### config.mk
export PLATFORM = sky130hd
export DESIGN_NAME = mem_subsystem
export DESIGN_NICKNAME = d
export VERILOG_FILES = /design/src/logic/bmem_pkg.sv /design/src/logic/line_pkg.sv /design/src/logic/bmem_arbiter.sv /design/src/logic/line_adapter.sv /design/src/logic/mem_subsystem.sv
export SDC_FILE = /design/constraint.sdc
export NUM_CORES = 1
export LEC_CHECK = 0
export ABC_AREA = 1
export BUFFER_PORTS_ARGS = -buffer_cell sky130_fd_sc_hd__buf_2
export CORE_AREA = 3 3 500 502
export CTS_CLUSTER_DIAMETER = 60
export DETAILED_ROUTE_END_ITERATION = 8
export DIE_AREA = 0 0 503 505
export MAX_ROUTING_LAYER = met4
export SETUP_SLACK_MARGIN = 0.3
export SLEW_MARGIN = 0
export SYNTH_ARGS = -nofsm -noshare
export SYNTH_HDL_FRONTEND = slang
export SYNTH_HIERARCHICAL = 1
export SYNTH_SLANG_ARGS = --single-unit
### constraint.sdc
create_clock -name clk -period 13.5 [get_ports clk]
set_input_delay 2.025 -clock clk [delete_from_list [all_inputs] [get_ports clk]]
set_output_delay 2.025 -clock clk [all_outputs]
set_load 0.1 [all_outputs]
### src/logic/bmem_pkg.sv
package bmem_pkg;

    // byte address on the burst bus
    localparam int ADDR_WIDTH = 32;

    // data bits moved per bus beat
    localparam int BEAT_WIDTH = 64;

    // one bus address
    typedef logic [ADDR_WIDTH-1:0] addr_t;

    // one bus beat of data
    typedef logic [BEAT_WIDTH-1:0] beat_t;

endpackage : bmem_pkg

### src/logic/line_pkg.sv
package line_pkg;

    // 4 beats of 64 bits make a 32-byte cache line
    localparam int LINE_BEATS_DEFAULT = 4;

    // which cache port a bus transaction belongs to
    typedef enum logic {
        REQ_ICACHE = 1'b0,
        REQ_DCACHE = 1'b1
    } req_src_e;

endpackage : line_pkg

### src/logic/bmem_arbiter.sv
module bmem_arbiter #(
    parameter int LINE_BEATS = line_pkg::LINE_BEATS_DEFAULT
) (
    input  logic                clk,
    input  logic                rst_n_i,

    // instruction cache adapter
    input  bmem_pkg::addr_t     icache_addr_i,
    input  logic                icache_read_i,
    input  logic                icache_write_i,
    input  bmem_pkg::beat_t     icache_wdata_i,
    output logic                icache_ready_o,
    output bmem_pkg::beat_t     icache_rdata_o,
    output logic                icache_rvalid_o,

    // data cache adapter
    input  bmem_pkg::addr_t     dcache_addr_i,
    input  logic                dcache_read_i,
    input  logic                dcache_write_i,
    input  bmem_pkg::beat_t     dcache_wdata_i,
    output logic                dcache_ready_o,
    output bmem_pkg::beat_t     dcache_rdata_o,
    output logic                dcache_rvalid_o,

    // external burst bus
    output bmem_pkg::addr_t     bmem_addr_o,
    output logic                bmem_read_o,
    output logic                bmem_write_o,
    output bmem_pkg::beat_t     bmem_wdata_o,
    input  logic                bmem_ready_i,
    input  bmem_pkg::addr_t     bmem_raddr_i,
    input  bmem_pkg::beat_t     bmem_rdata_i,
    input  logic                bmem_rvalid_i
);

    localparam int CNT_WIDTH = $clog2(LINE_BEATS);
    localparam logic [CNT_WIDTH-1:0] LAST_BEAT = CNT_WIDTH'(LINE_BEATS - 1);

    logic                   busy;
    line_pkg::req_src_e     owner;
    line_pkg::req_src_e     pick;
    line_pkg::req_src_e     cur_src;
    logic [CNT_WIDTH-1:0]   beat_cnt;
    logic                   icache_req;
    logic                   dcache_req;
    logic                   beat_hit;
    logic                   beat_done;

    assign icache_req = icache_read_i | icache_write_i;
    assign dcache_req = dcache_read_i | dcache_write_i;

    // dcache wins a tie from idle
    assign pick    = dcache_req ? line_pkg::REQ_DCACHE : line_pkg::REQ_ICACHE;
    assign cur_src = busy ? owner : pick;

    always_comb begin
        if (cur_src == line_pkg::REQ_DCACHE) begin
            bmem_addr_o  = dcache_addr_i;
            bmem_read_o  = dcache_read_i;
            bmem_write_o = dcache_write_i;
            bmem_wdata_o = dcache_wdata_i;
        end else begin
            bmem_addr_o  = icache_addr_i;
            bmem_read_o  = icache_read_i;
            bmem_write_o = icache_write_i;
            bmem_wdata_o = icache_wdata_i;
        end
    end

    // only beats of the owner's line count
    assign beat_hit  = busy & bmem_rvalid_i & (bmem_raddr_i == bmem_addr_o);
    assign beat_done = (bmem_write_o & bmem_ready_i) | beat_hit;

    assign icache_ready_o  = bmem_ready_i & (cur_src == line_pkg::REQ_ICACHE);
    assign dcache_ready_o  = bmem_ready_i & (cur_src == line_pkg::REQ_DCACHE);
    assign icache_rdata_o  = bmem_rdata_i;
    assign dcache_rdata_o  = bmem_rdata_i;
    assign icache_rvalid_o = beat_hit & (owner == line_pkg::REQ_ICACHE);
    assign dcache_rvalid_o = beat_hit & (owner == line_pkg::REQ_DCACHE);

    always_ff @(posedge clk) begin
        if (!rst_n_i) begin
            busy     <= 1'b0;
            owner    <= line_pkg::REQ_ICACHE;
            beat_cnt <= '0;
        end else if (!busy) begin
            if (icache_req | dcache_req) begin
                busy  <= 1'b1;
                owner <= pick;
            end
            // first write beat may go out in the grant cycle
            if (beat_done) begin
                beat_cnt <= beat_cnt + 1'b1;
            end
        end else if (beat_done) begin
            if (beat_cnt == LAST_BEAT) begin
                busy     <= 1'b0;
                beat_cnt <= '0;
            end else begin
                beat_cnt <= beat_cnt + 1'b1;
            end
        end
    end

endmodule : bmem_arbiter

### src/logic/line_adapter.sv
module line_adapter #(
    parameter int LINE_BEATS = line_pkg::LINE_BEATS_DEFAULT
) (
    input  logic                                        clk,
    input  logic                                        rst_n_i,

    // cache line side
    input  bmem_pkg::addr_t                             line_addr_i,
    input  logic                                        line_read_i,
    input  logic                                        line_write_i,
    input  logic [LINE_BEATS*bmem_pkg::BEAT_WIDTH-1:0]  line_wdata_i,
    output logic [LINE_BEATS*bmem_pkg::BEAT_WIDTH-1:0]  line_rdata_o,
    output logic                                        line_resp_o,

    // burst bus side, towards the arbiter
    output bmem_pkg::addr_t                             bus_addr_o,
    output logic                                        bus_read_o,
    output logic                                        bus_write_o,
    output bmem_pkg::beat_t                             bus_wdata_o,
    input  logic                                        bus_ready_i,
    input  bmem_pkg::beat_t                             bus_rdata_i,
    input  logic                                        bus_rvalid_i
);

    localparam int CNT_WIDTH = $clog2(LINE_BEATS);
    localparam logic [CNT_WIDTH-1:0] LAST_BEAT = CNT_WIDTH'(LINE_BEATS - 1);

    typedef enum logic [2:0] {
        ST_IDLE,
        ST_READ_REQ,
        ST_READ_WAIT,
        ST_WRITE_BEATS,
        ST_RESPOND
    } state_e;

    state_e                         state;
    state_e                         state_next;
    logic [CNT_WIDTH-1:0]           beat_cnt;
    logic [CNT_WIDTH-1:0]           beat_cnt_next;

    // line viewed as an array of beats, lowest beat at index 0
    bmem_pkg::beat_t [LINE_BEATS-1:0] wr_beats;
    bmem_pkg::beat_t [LINE_BEATS-1:0] line_buf;

    assign wr_beats = line_wdata_i;

    // requester holds the address until resp, so it goes straight out
    assign bus_addr_o  = line_addr_i;
    assign bus_read_o  = (state == ST_READ_REQ);
    assign bus_write_o = (state == ST_WRITE_BEATS);
    assign bus_wdata_o = wr_beats[beat_cnt];

    assign line_rdata_o = line_buf;
    assign line_resp_o  = (state == ST_RESPOND);

    always_comb begin
        state_next    = state;
        beat_cnt_next = beat_cnt;
        unique case (state)
            ST_IDLE: begin
                beat_cnt_next = '0;
                if (line_read_i) begin
                    state_next = ST_READ_REQ;
                end else if (line_write_i) begin
                    state_next = ST_WRITE_BEATS;
                end
            end
            ST_READ_REQ: begin
                // read pulse is held until the bus takes it
                if (bus_ready_i) begin
                    state_next = ST_READ_WAIT;
                end
            end
            ST_READ_WAIT: begin
                if (bus_rvalid_i) begin
                    beat_cnt_next = beat_cnt + 1'b1;
                    if (beat_cnt == LAST_BEAT) begin
                        state_next = ST_RESPOND;
                    end
                end
            end
            ST_WRITE_BEATS: begin
                // a refused beat stays on the bus unchanged
                if (bus_ready_i) begin
                    beat_cnt_next = beat_cnt + 1'b1;
                    if (beat_cnt == LAST_BEAT) begin
                        state_next = ST_RESPOND;
                    end
                end
            end
            ST_RESPOND: begin
                // request is still high here, ignore it
                state_next = ST_IDLE;
            end
            default: begin
                state_next = ST_IDLE;
            end
        endcase
    end

    always_ff @(posedge clk) begin
        if (!rst_n_i) begin
            state    <= ST_IDLE;
            beat_cnt <= '0;
        end else begin
            state    <= state_next;
            beat_cnt <= beat_cnt_next;
        end
    end

    // gather read beats into their slot of the line
    always_ff @(posedge clk) begin
        if (state == ST_READ_WAIT && bus_rvalid_i) begin
            line_buf[beat_cnt] <= bus_rdata_i;
        end
    end

endmodule : line_adapter

### src/logic/mem_subsystem.sv
module mem_subsystem #(
    parameter int LINE_BEATS = line_pkg::LINE_BEATS_DEFAULT
) (
    input  logic                                        clk,
    input  logic                                        rst_n_i,

    // instruction cache line port
    input  bmem_pkg::addr_t                             icache_addr_i,
    input  logic                                        icache_read_i,
    input  logic                                        icache_write_i,
    input  logic [LINE_BEATS*bmem_pkg::BEAT_WIDTH-1:0]  icache_wdata_i,
    output logic [LINE_BEATS*bmem_pkg::BEAT_WIDTH-1:0]  icache_rdata_o,
    output logic                                        icache_resp_o,

    // data cache line port
    input  bmem_pkg::addr_t                             dcache_addr_i,
    input  logic                                        dcache_read_i,
    input  logic                                        dcache_write_i,
    input  logic [LINE_BEATS*bmem_pkg::BEAT_WIDTH-1:0]  dcache_wdata_i,
    output logic [LINE_BEATS*bmem_pkg::BEAT_WIDTH-1:0]  dcache_rdata_o,
    output logic                                        dcache_resp_o,

    // external burst bus
    output bmem_pkg::addr_t                             bmem_addr_o,
    output logic                                        bmem_read_o,
    output logic                                        bmem_write_o,
    output bmem_pkg::beat_t                             bmem_wdata_o,
    input  logic                                        bmem_ready_i,
    input  bmem_pkg::addr_t                             bmem_raddr_i,
    input  bmem_pkg::beat_t                             bmem_rdata_i,
    input  logic                                        bmem_rvalid_i
);

    // adapter to arbiter wiring
    bmem_pkg::addr_t    ic_bus_addr;
    logic               ic_bus_read;
    logic               ic_bus_write;
    bmem_pkg::beat_t    ic_bus_wdata;
    logic               ic_bus_ready;
    bmem_pkg::beat_t    ic_bus_rdata;
    logic               ic_bus_rvalid;

    bmem_pkg::addr_t    dc_bus_addr;
    logic               dc_bus_read;
    logic               dc_bus_write;
    bmem_pkg::beat_t    dc_bus_wdata;
    logic               dc_bus_ready;
    bmem_pkg::beat_t    dc_bus_rdata;
    logic               dc_bus_rvalid;

    line_adapter #(
        .LINE_BEATS (LINE_BEATS)
    ) icache_adapter_inst (
        .clk,
        .rst_n_i,
        .line_addr_i    (icache_addr_i),
        .line_read_i    (icache_read_i),
        .line_write_i   (icache_write_i),
        .line_wdata_i   (icache_wdata_i),
        .line_rdata_o   (icache_rdata_o),
        .line_resp_o    (icache_resp_o),
        .bus_addr_o     (ic_bus_addr),
        .bus_read_o     (ic_bus_read),
        .bus_write_o    (ic_bus_write),
        .bus_wdata_o    (ic_bus_wdata),
        .bus_ready_i    (ic_bus_ready),
        .bus_rdata_i    (ic_bus_rdata),
        .bus_rvalid_i   (ic_bus_rvalid)
    );

    line_adapter #(
        .LINE_BEATS (LINE_BEATS)
    ) dcache_adapter_inst (
        .clk,
        .rst_n_i,
        .line_addr_i    (dcache_addr_i),
        .line_read_i    (dcache_read_i),
        .line_write_i   (dcache_write_i),
        .line_wdata_i   (dcache_wdata_i),
        .line_rdata_o   (dcache_rdata_o),
        .line_resp_o    (dcache_resp_o),
        .bus_addr_o     (dc_bus_addr),
        .bus_read_o     (dc_bus_read),
        .bus_write_o    (dc_bus_write),
        .bus_wdata_o    (dc_bus_wdata),
        .bus_ready_i    (dc_bus_ready),
        .bus_rdata_i    (dc_bus_rdata),
        .bus_rvalid_i   (dc_bus_rvalid)
    );

    bmem_arbiter #(
        .LINE_BEATS (LINE_BEATS)
    ) bmem_arbiter_inst (
        .clk,
        .rst_n_i,
        .icache_addr_i      (ic_bus_addr),
        .icache_read_i      (ic_bus_read),
        .icache_write_i     (ic_bus_write),
        .icache_wdata_i     (ic_bus_wdata),
        .icache_ready_o     (ic_bus_ready),
        .icache_rdata_o     (ic_bus_rdata),
        .icache_rvalid_o    (ic_bus_rvalid),
        .dcache_addr_i      (dc_bus_addr),
        .dcache_read_i      (dc_bus_read),
        .dcache_write_i     (dc_bus_write),
        .dcache_wdata_i     (dc_bus_wdata),
        .dcache_ready_o     (dc_bus_ready),
        .dcache_rdata_o     (dc_bus_rdata),
        .dcache_rvalid_o    (dc_bus_rvalid),
        .bmem_addr_o,
        .bmem_read_o,
        .bmem_write_o,
        .bmem_wdata_o,
        .bmem_ready_i,
        .bmem_raddr_i,
        .bmem_rdata_i,
        .bmem_rvalid_i
    );

endmodule : mem_subsystem

==> summary.md <==
| Metric | Value |
|---|---|
| CTS Buf Count | `51` |
| Die X | `503 µm` |
| Fmax | `0.160 GHz` |
| Setup WS post-layout | `7.25 ns` |
| FF-to-FF Start | `dcache_adapter_inst/state[0]$_SDFFE_PN0P_` |
| # Max-Cap Violations | `0` |
| DRT Wirelength | `154 mm` |
| Cells after Synth | `2,157` |
| Dpl ws | `7.26 ns` |
| Hold buffer count at cts | `0` |
| CTS resizes | `0` |
| Post-CTS setup buffer count | `0` |
| Commonest non-fill, non-tap cell in the layout | `buf_2` |
| Post-synthesis sequential area ratio | `65.9%` |
| Arrival time at the worst endpoint | `4.22 ns` |
| Placed instance area | `0.0325 mm²` |
| Synthesized area per cell | `11.0 µm²` |
| Die height | `505 µm` |
| Vias in the first global route | `21,100` |
| TritonCTS clock tree | `built` |
| Adder-cell share of the synthesized area | `0.474%` |
| CTS root buf | `clkbuf_16` |
| Vias per cell | `3.33` |
| Fin nets | `3,917` |
| Hold Fails Final Rpt | `0` |
| Hpwl dp | `129 mm` |
| RSZ-0062 raised after global routing | `no` |
| Crit end category | `output port` |
| Net switching power | `0.00452 W` |
| Post-Synth Simple-Gate Area | `13.7%` |
| Hold_sp | `bmem_arbiter_inst/owner$_SDFFE_PN0P_` |
| Post-route cell area | `0.0344 mm²` |
| Final Hold Slack | `0.512 ns` |
| I/O pins | `1,292` |
| Grt met3 use | `2.58%` |
| Worst-margin pin slew | `1.12 ns` |
| Setup_tns | `0 ns` |
| Cell-internal power | `0.00328 W` |
| GR met1 Demand/Resource | `12.9%` |
| Area delta synth->final | `44.5%` |
| GPL Wtd Cong | `1.03` |
| Complex-gate fraction of the synthesized area | `9.58%` |
| Htree depth | `2` |
| First DRT Iteration DRCs | `2,229` |
| Post-synthesis register bit count | `526` |
| P_leak | `13.9 nW` |
| Tot GR Track Use | `11.6%` |
| Post-synth cell types | `39` |
| Worst Hold Class | `reg2reg` |
| Residual DRC | `0` |
| Warnings, synthesis | `6` |
| Synth Net Count | `2,846` |
| VDD IR max | `287 µV` |
| Buffers on Ports | `1,291` |
| Final Skew | `0.0314 ns` |
| Post-route ant nets | `0` |
| Largest fanout on the critical path | `70` |
| Largest family of logic cells by synthesized area | `simple AND/OR/NAND/NOR gates` |
| Fillers | `27,900` |
| Reg power frac | `24.1%` |
| Most frequent cells in the layout | `buf_2 (1,291), edfxtp_1 (512), nand2_1 (383)` |
| Syn Std Cell Area | `0.0238 mm²` |
| Pwr dens | `227 mW/mm²` |
| Crit share post-route | `46.3%` |
| Core area | `0.246 mm²` |
| Layout cell share with drive strength beyond 1 | `44.3%` |
| Overflow after GRT | `0` |
| Switch share | `57.9%` |
| Mux cell area share after synthesis | `0%` |
| Critical path launch point type | `register` |
| Critical path required time | `11.48 ns` |
| CP startpoint | `icache_adapter_inst/beat_cnt[0]$_SDFFE_PN0P_` |
| Reg clk slew, reported paths | `0.07 ns` |
| Drt wl/cell | `23.5 µm` |
| Die ar. | `0.254 mm²` |
| # placed instances | `6,395` |
| Clk network pwr share | `18.5%` |
| # setup viols final | `0` |
| Via count | `21,800` |
| Combinational share of power | `57.3%` |
| GRT met2 Usage | `19.7%` |
| Largest net degree at the start of global routing | `74` |
| Synth Area in XOR/XNOR | `0%` |
| Clk_lat worst skew | `0.61 ns` |
| Initial antenna violation count | `94` |
| Cell Rows | `182` |
| Min Tclk post-route | `6.25 ns` |
| Clock sinks | `526` |
| Initial DRT Pass Iterations | `6` |
| Max-slew headroom | `24.7%` |
| Status | `completed` |
| Initial Util | `9.67%` |
| Max Root-Sink Buffers | `3` |
| Non-filler instance count after layout | `6,546` |
| Grt peak-use layer | `met2` |
| Critical path type | `reg2out` |
| First-pass GRT wire length | `194 mm` |
| Slew Viols, Final | `0` |
==> Yosys cell counts <==
library cell  count  area, µm²
o22ai_1         128        801
nand3_1          65        325
nor2_1          300       1130
nand2_1         384       1440
nand3b_1         10       75.1
buf_6            15        169
inv_2             6       22.5
nor3_2            2       20.0
nand3_2           4       40.0
o21ai_2           1       8.76
buf_8             1       15.0
and2_1            1       6.26
edfxtp_1        512      15400
nor3b_1           1       7.51
clkbuf_1         47        176
nor2_4            2       22.5
nor2_2            4       25.0
inv_1           101        379
o2111ai_1         1       8.76
buf_1             8       30.0
o211ai_1          1       7.51
ha_1              9        113
clkbuf_8          1       13.8
dfxtp_1          14        280
buf_2            27        135
nor3_1           10       50.1
clkbuf_2          1       5.00
a21oi_2           2       17.5
nand4_1           7       43.8
buf_4           201       1510
inv_4             2       12.5
nand2_2           4       25.0
nor4_1            1       6.26
o31ai_1           1       7.51
nand2_4           4       45.0
o21ai_0         191        956
o211ai_2          4       50.1
a21oi_1          10       50.1
o21ai_1          74        370
==> per-layer routing <==
metal / vias to the layer above / share of wire (%)
met5: - / 0
met4: 0 / 5.8
met3: 259 / 8.5
met2: 1471 / 48
met1: 10500 / 38
li1: 9534 / -
==> state kept, by name, summed over array words and instances (netlist names) <==
name,cells
bmem_arbiter_inst/beat_cnt,2
bmem_arbiter_inst/busy,1
bmem_arbiter_inst/owner,1
dcache_adapter_inst/beat_cnt,2
dcache_adapter_inst/line_rdata_o,256
dcache_adapter_inst/state,3
icache_adapter_inst/beat_cnt,2
icache_adapter_inst/line_rdata_o,256
icache_adapter_inst/state,3
==> worst max-delay path, cell delays in order, from the launching register on <==
cell	delay (ns)
dfxtp_4	0.54
inv_4	0.29
buf_4	0.57
buf_4	0.70
o21ai_0	0.20
o22ai_1	0.57
nand2_1	0.11
nand2_1	0.10
buf_2	0.43
==> cells by family after synthesis <==
kind of cell	count (synthesis)
AOI/OAI and AO/OA	413
adders and majority gates	9
buffers and inverters	410
DFF	526
and+or+nand+nor	799
==> area by class of cell <==
| type | instances | area (µm²) | area share, % |
|---|---|---|---|
| Sequential cell | 526 | 15700 | 45.6 |
| Clock buffer | 56 | 1290 | 3.77 |
| Inverter | 109 | 414 | 1.21 |
| Tap cell | 3220 | 4030 | 11.7 |
| Multi-Input combinational cell | 1221 | 5720 | 16.6 |
| Clock inverter | 39 | 413 | 1.20 |
| Timing Repair Buffer | 1319 | 6680 | 19.4 |
| Antenna cell | 56 | 140 | 0.408 |
==> stage by stage <==
stage | total power (W) | util, %
after global routing | 0.00813 | 14.0
after floorplan | 0.00511 | -
after detailed placement | 0.00644 | 13.2
after global placement | 0.00643 | 13.2
final | 0.00780 | 14.0
after CTS | 0.00790 | 13.9
==> worst paths after layout <==
| check | to | slack, ns | depth (start not counted) |
|---|---|---|---|
| worst max-delay path | bmem_wdata_o[27] | 7.25 | 8 |
| worst max register to register | dcache_adapter_inst/line_rdata_o[108]$_DFFE_PP_ | 7.30 | 18 |
| worst min register to register | bmem_arbiter_inst/owner$_SDFFE_PN0P_ | 0.51 | 2 |
| worst min-delay path | bmem_arbiter_inst/owner$_SDFFE_PN0P_ | 0.51 | 2 |
==> power by group through the flow <==
stage | combinational, W | sequential [W] | clock [W]
final | 0.00447 | 0.00188 | 0.00145
after floorplan | 0.00326 | 0.00185 | 0
after CTS | 0.00452 | 0.00189 | 0.00149
after global routing | 0.00469 | 0.00189 | 0.00156
after global placement | 0.00451 | 0.00192 | 0
after detailed placement | 0.00451 | 0.00192 | 0
(Power assumes the default switching activity.)
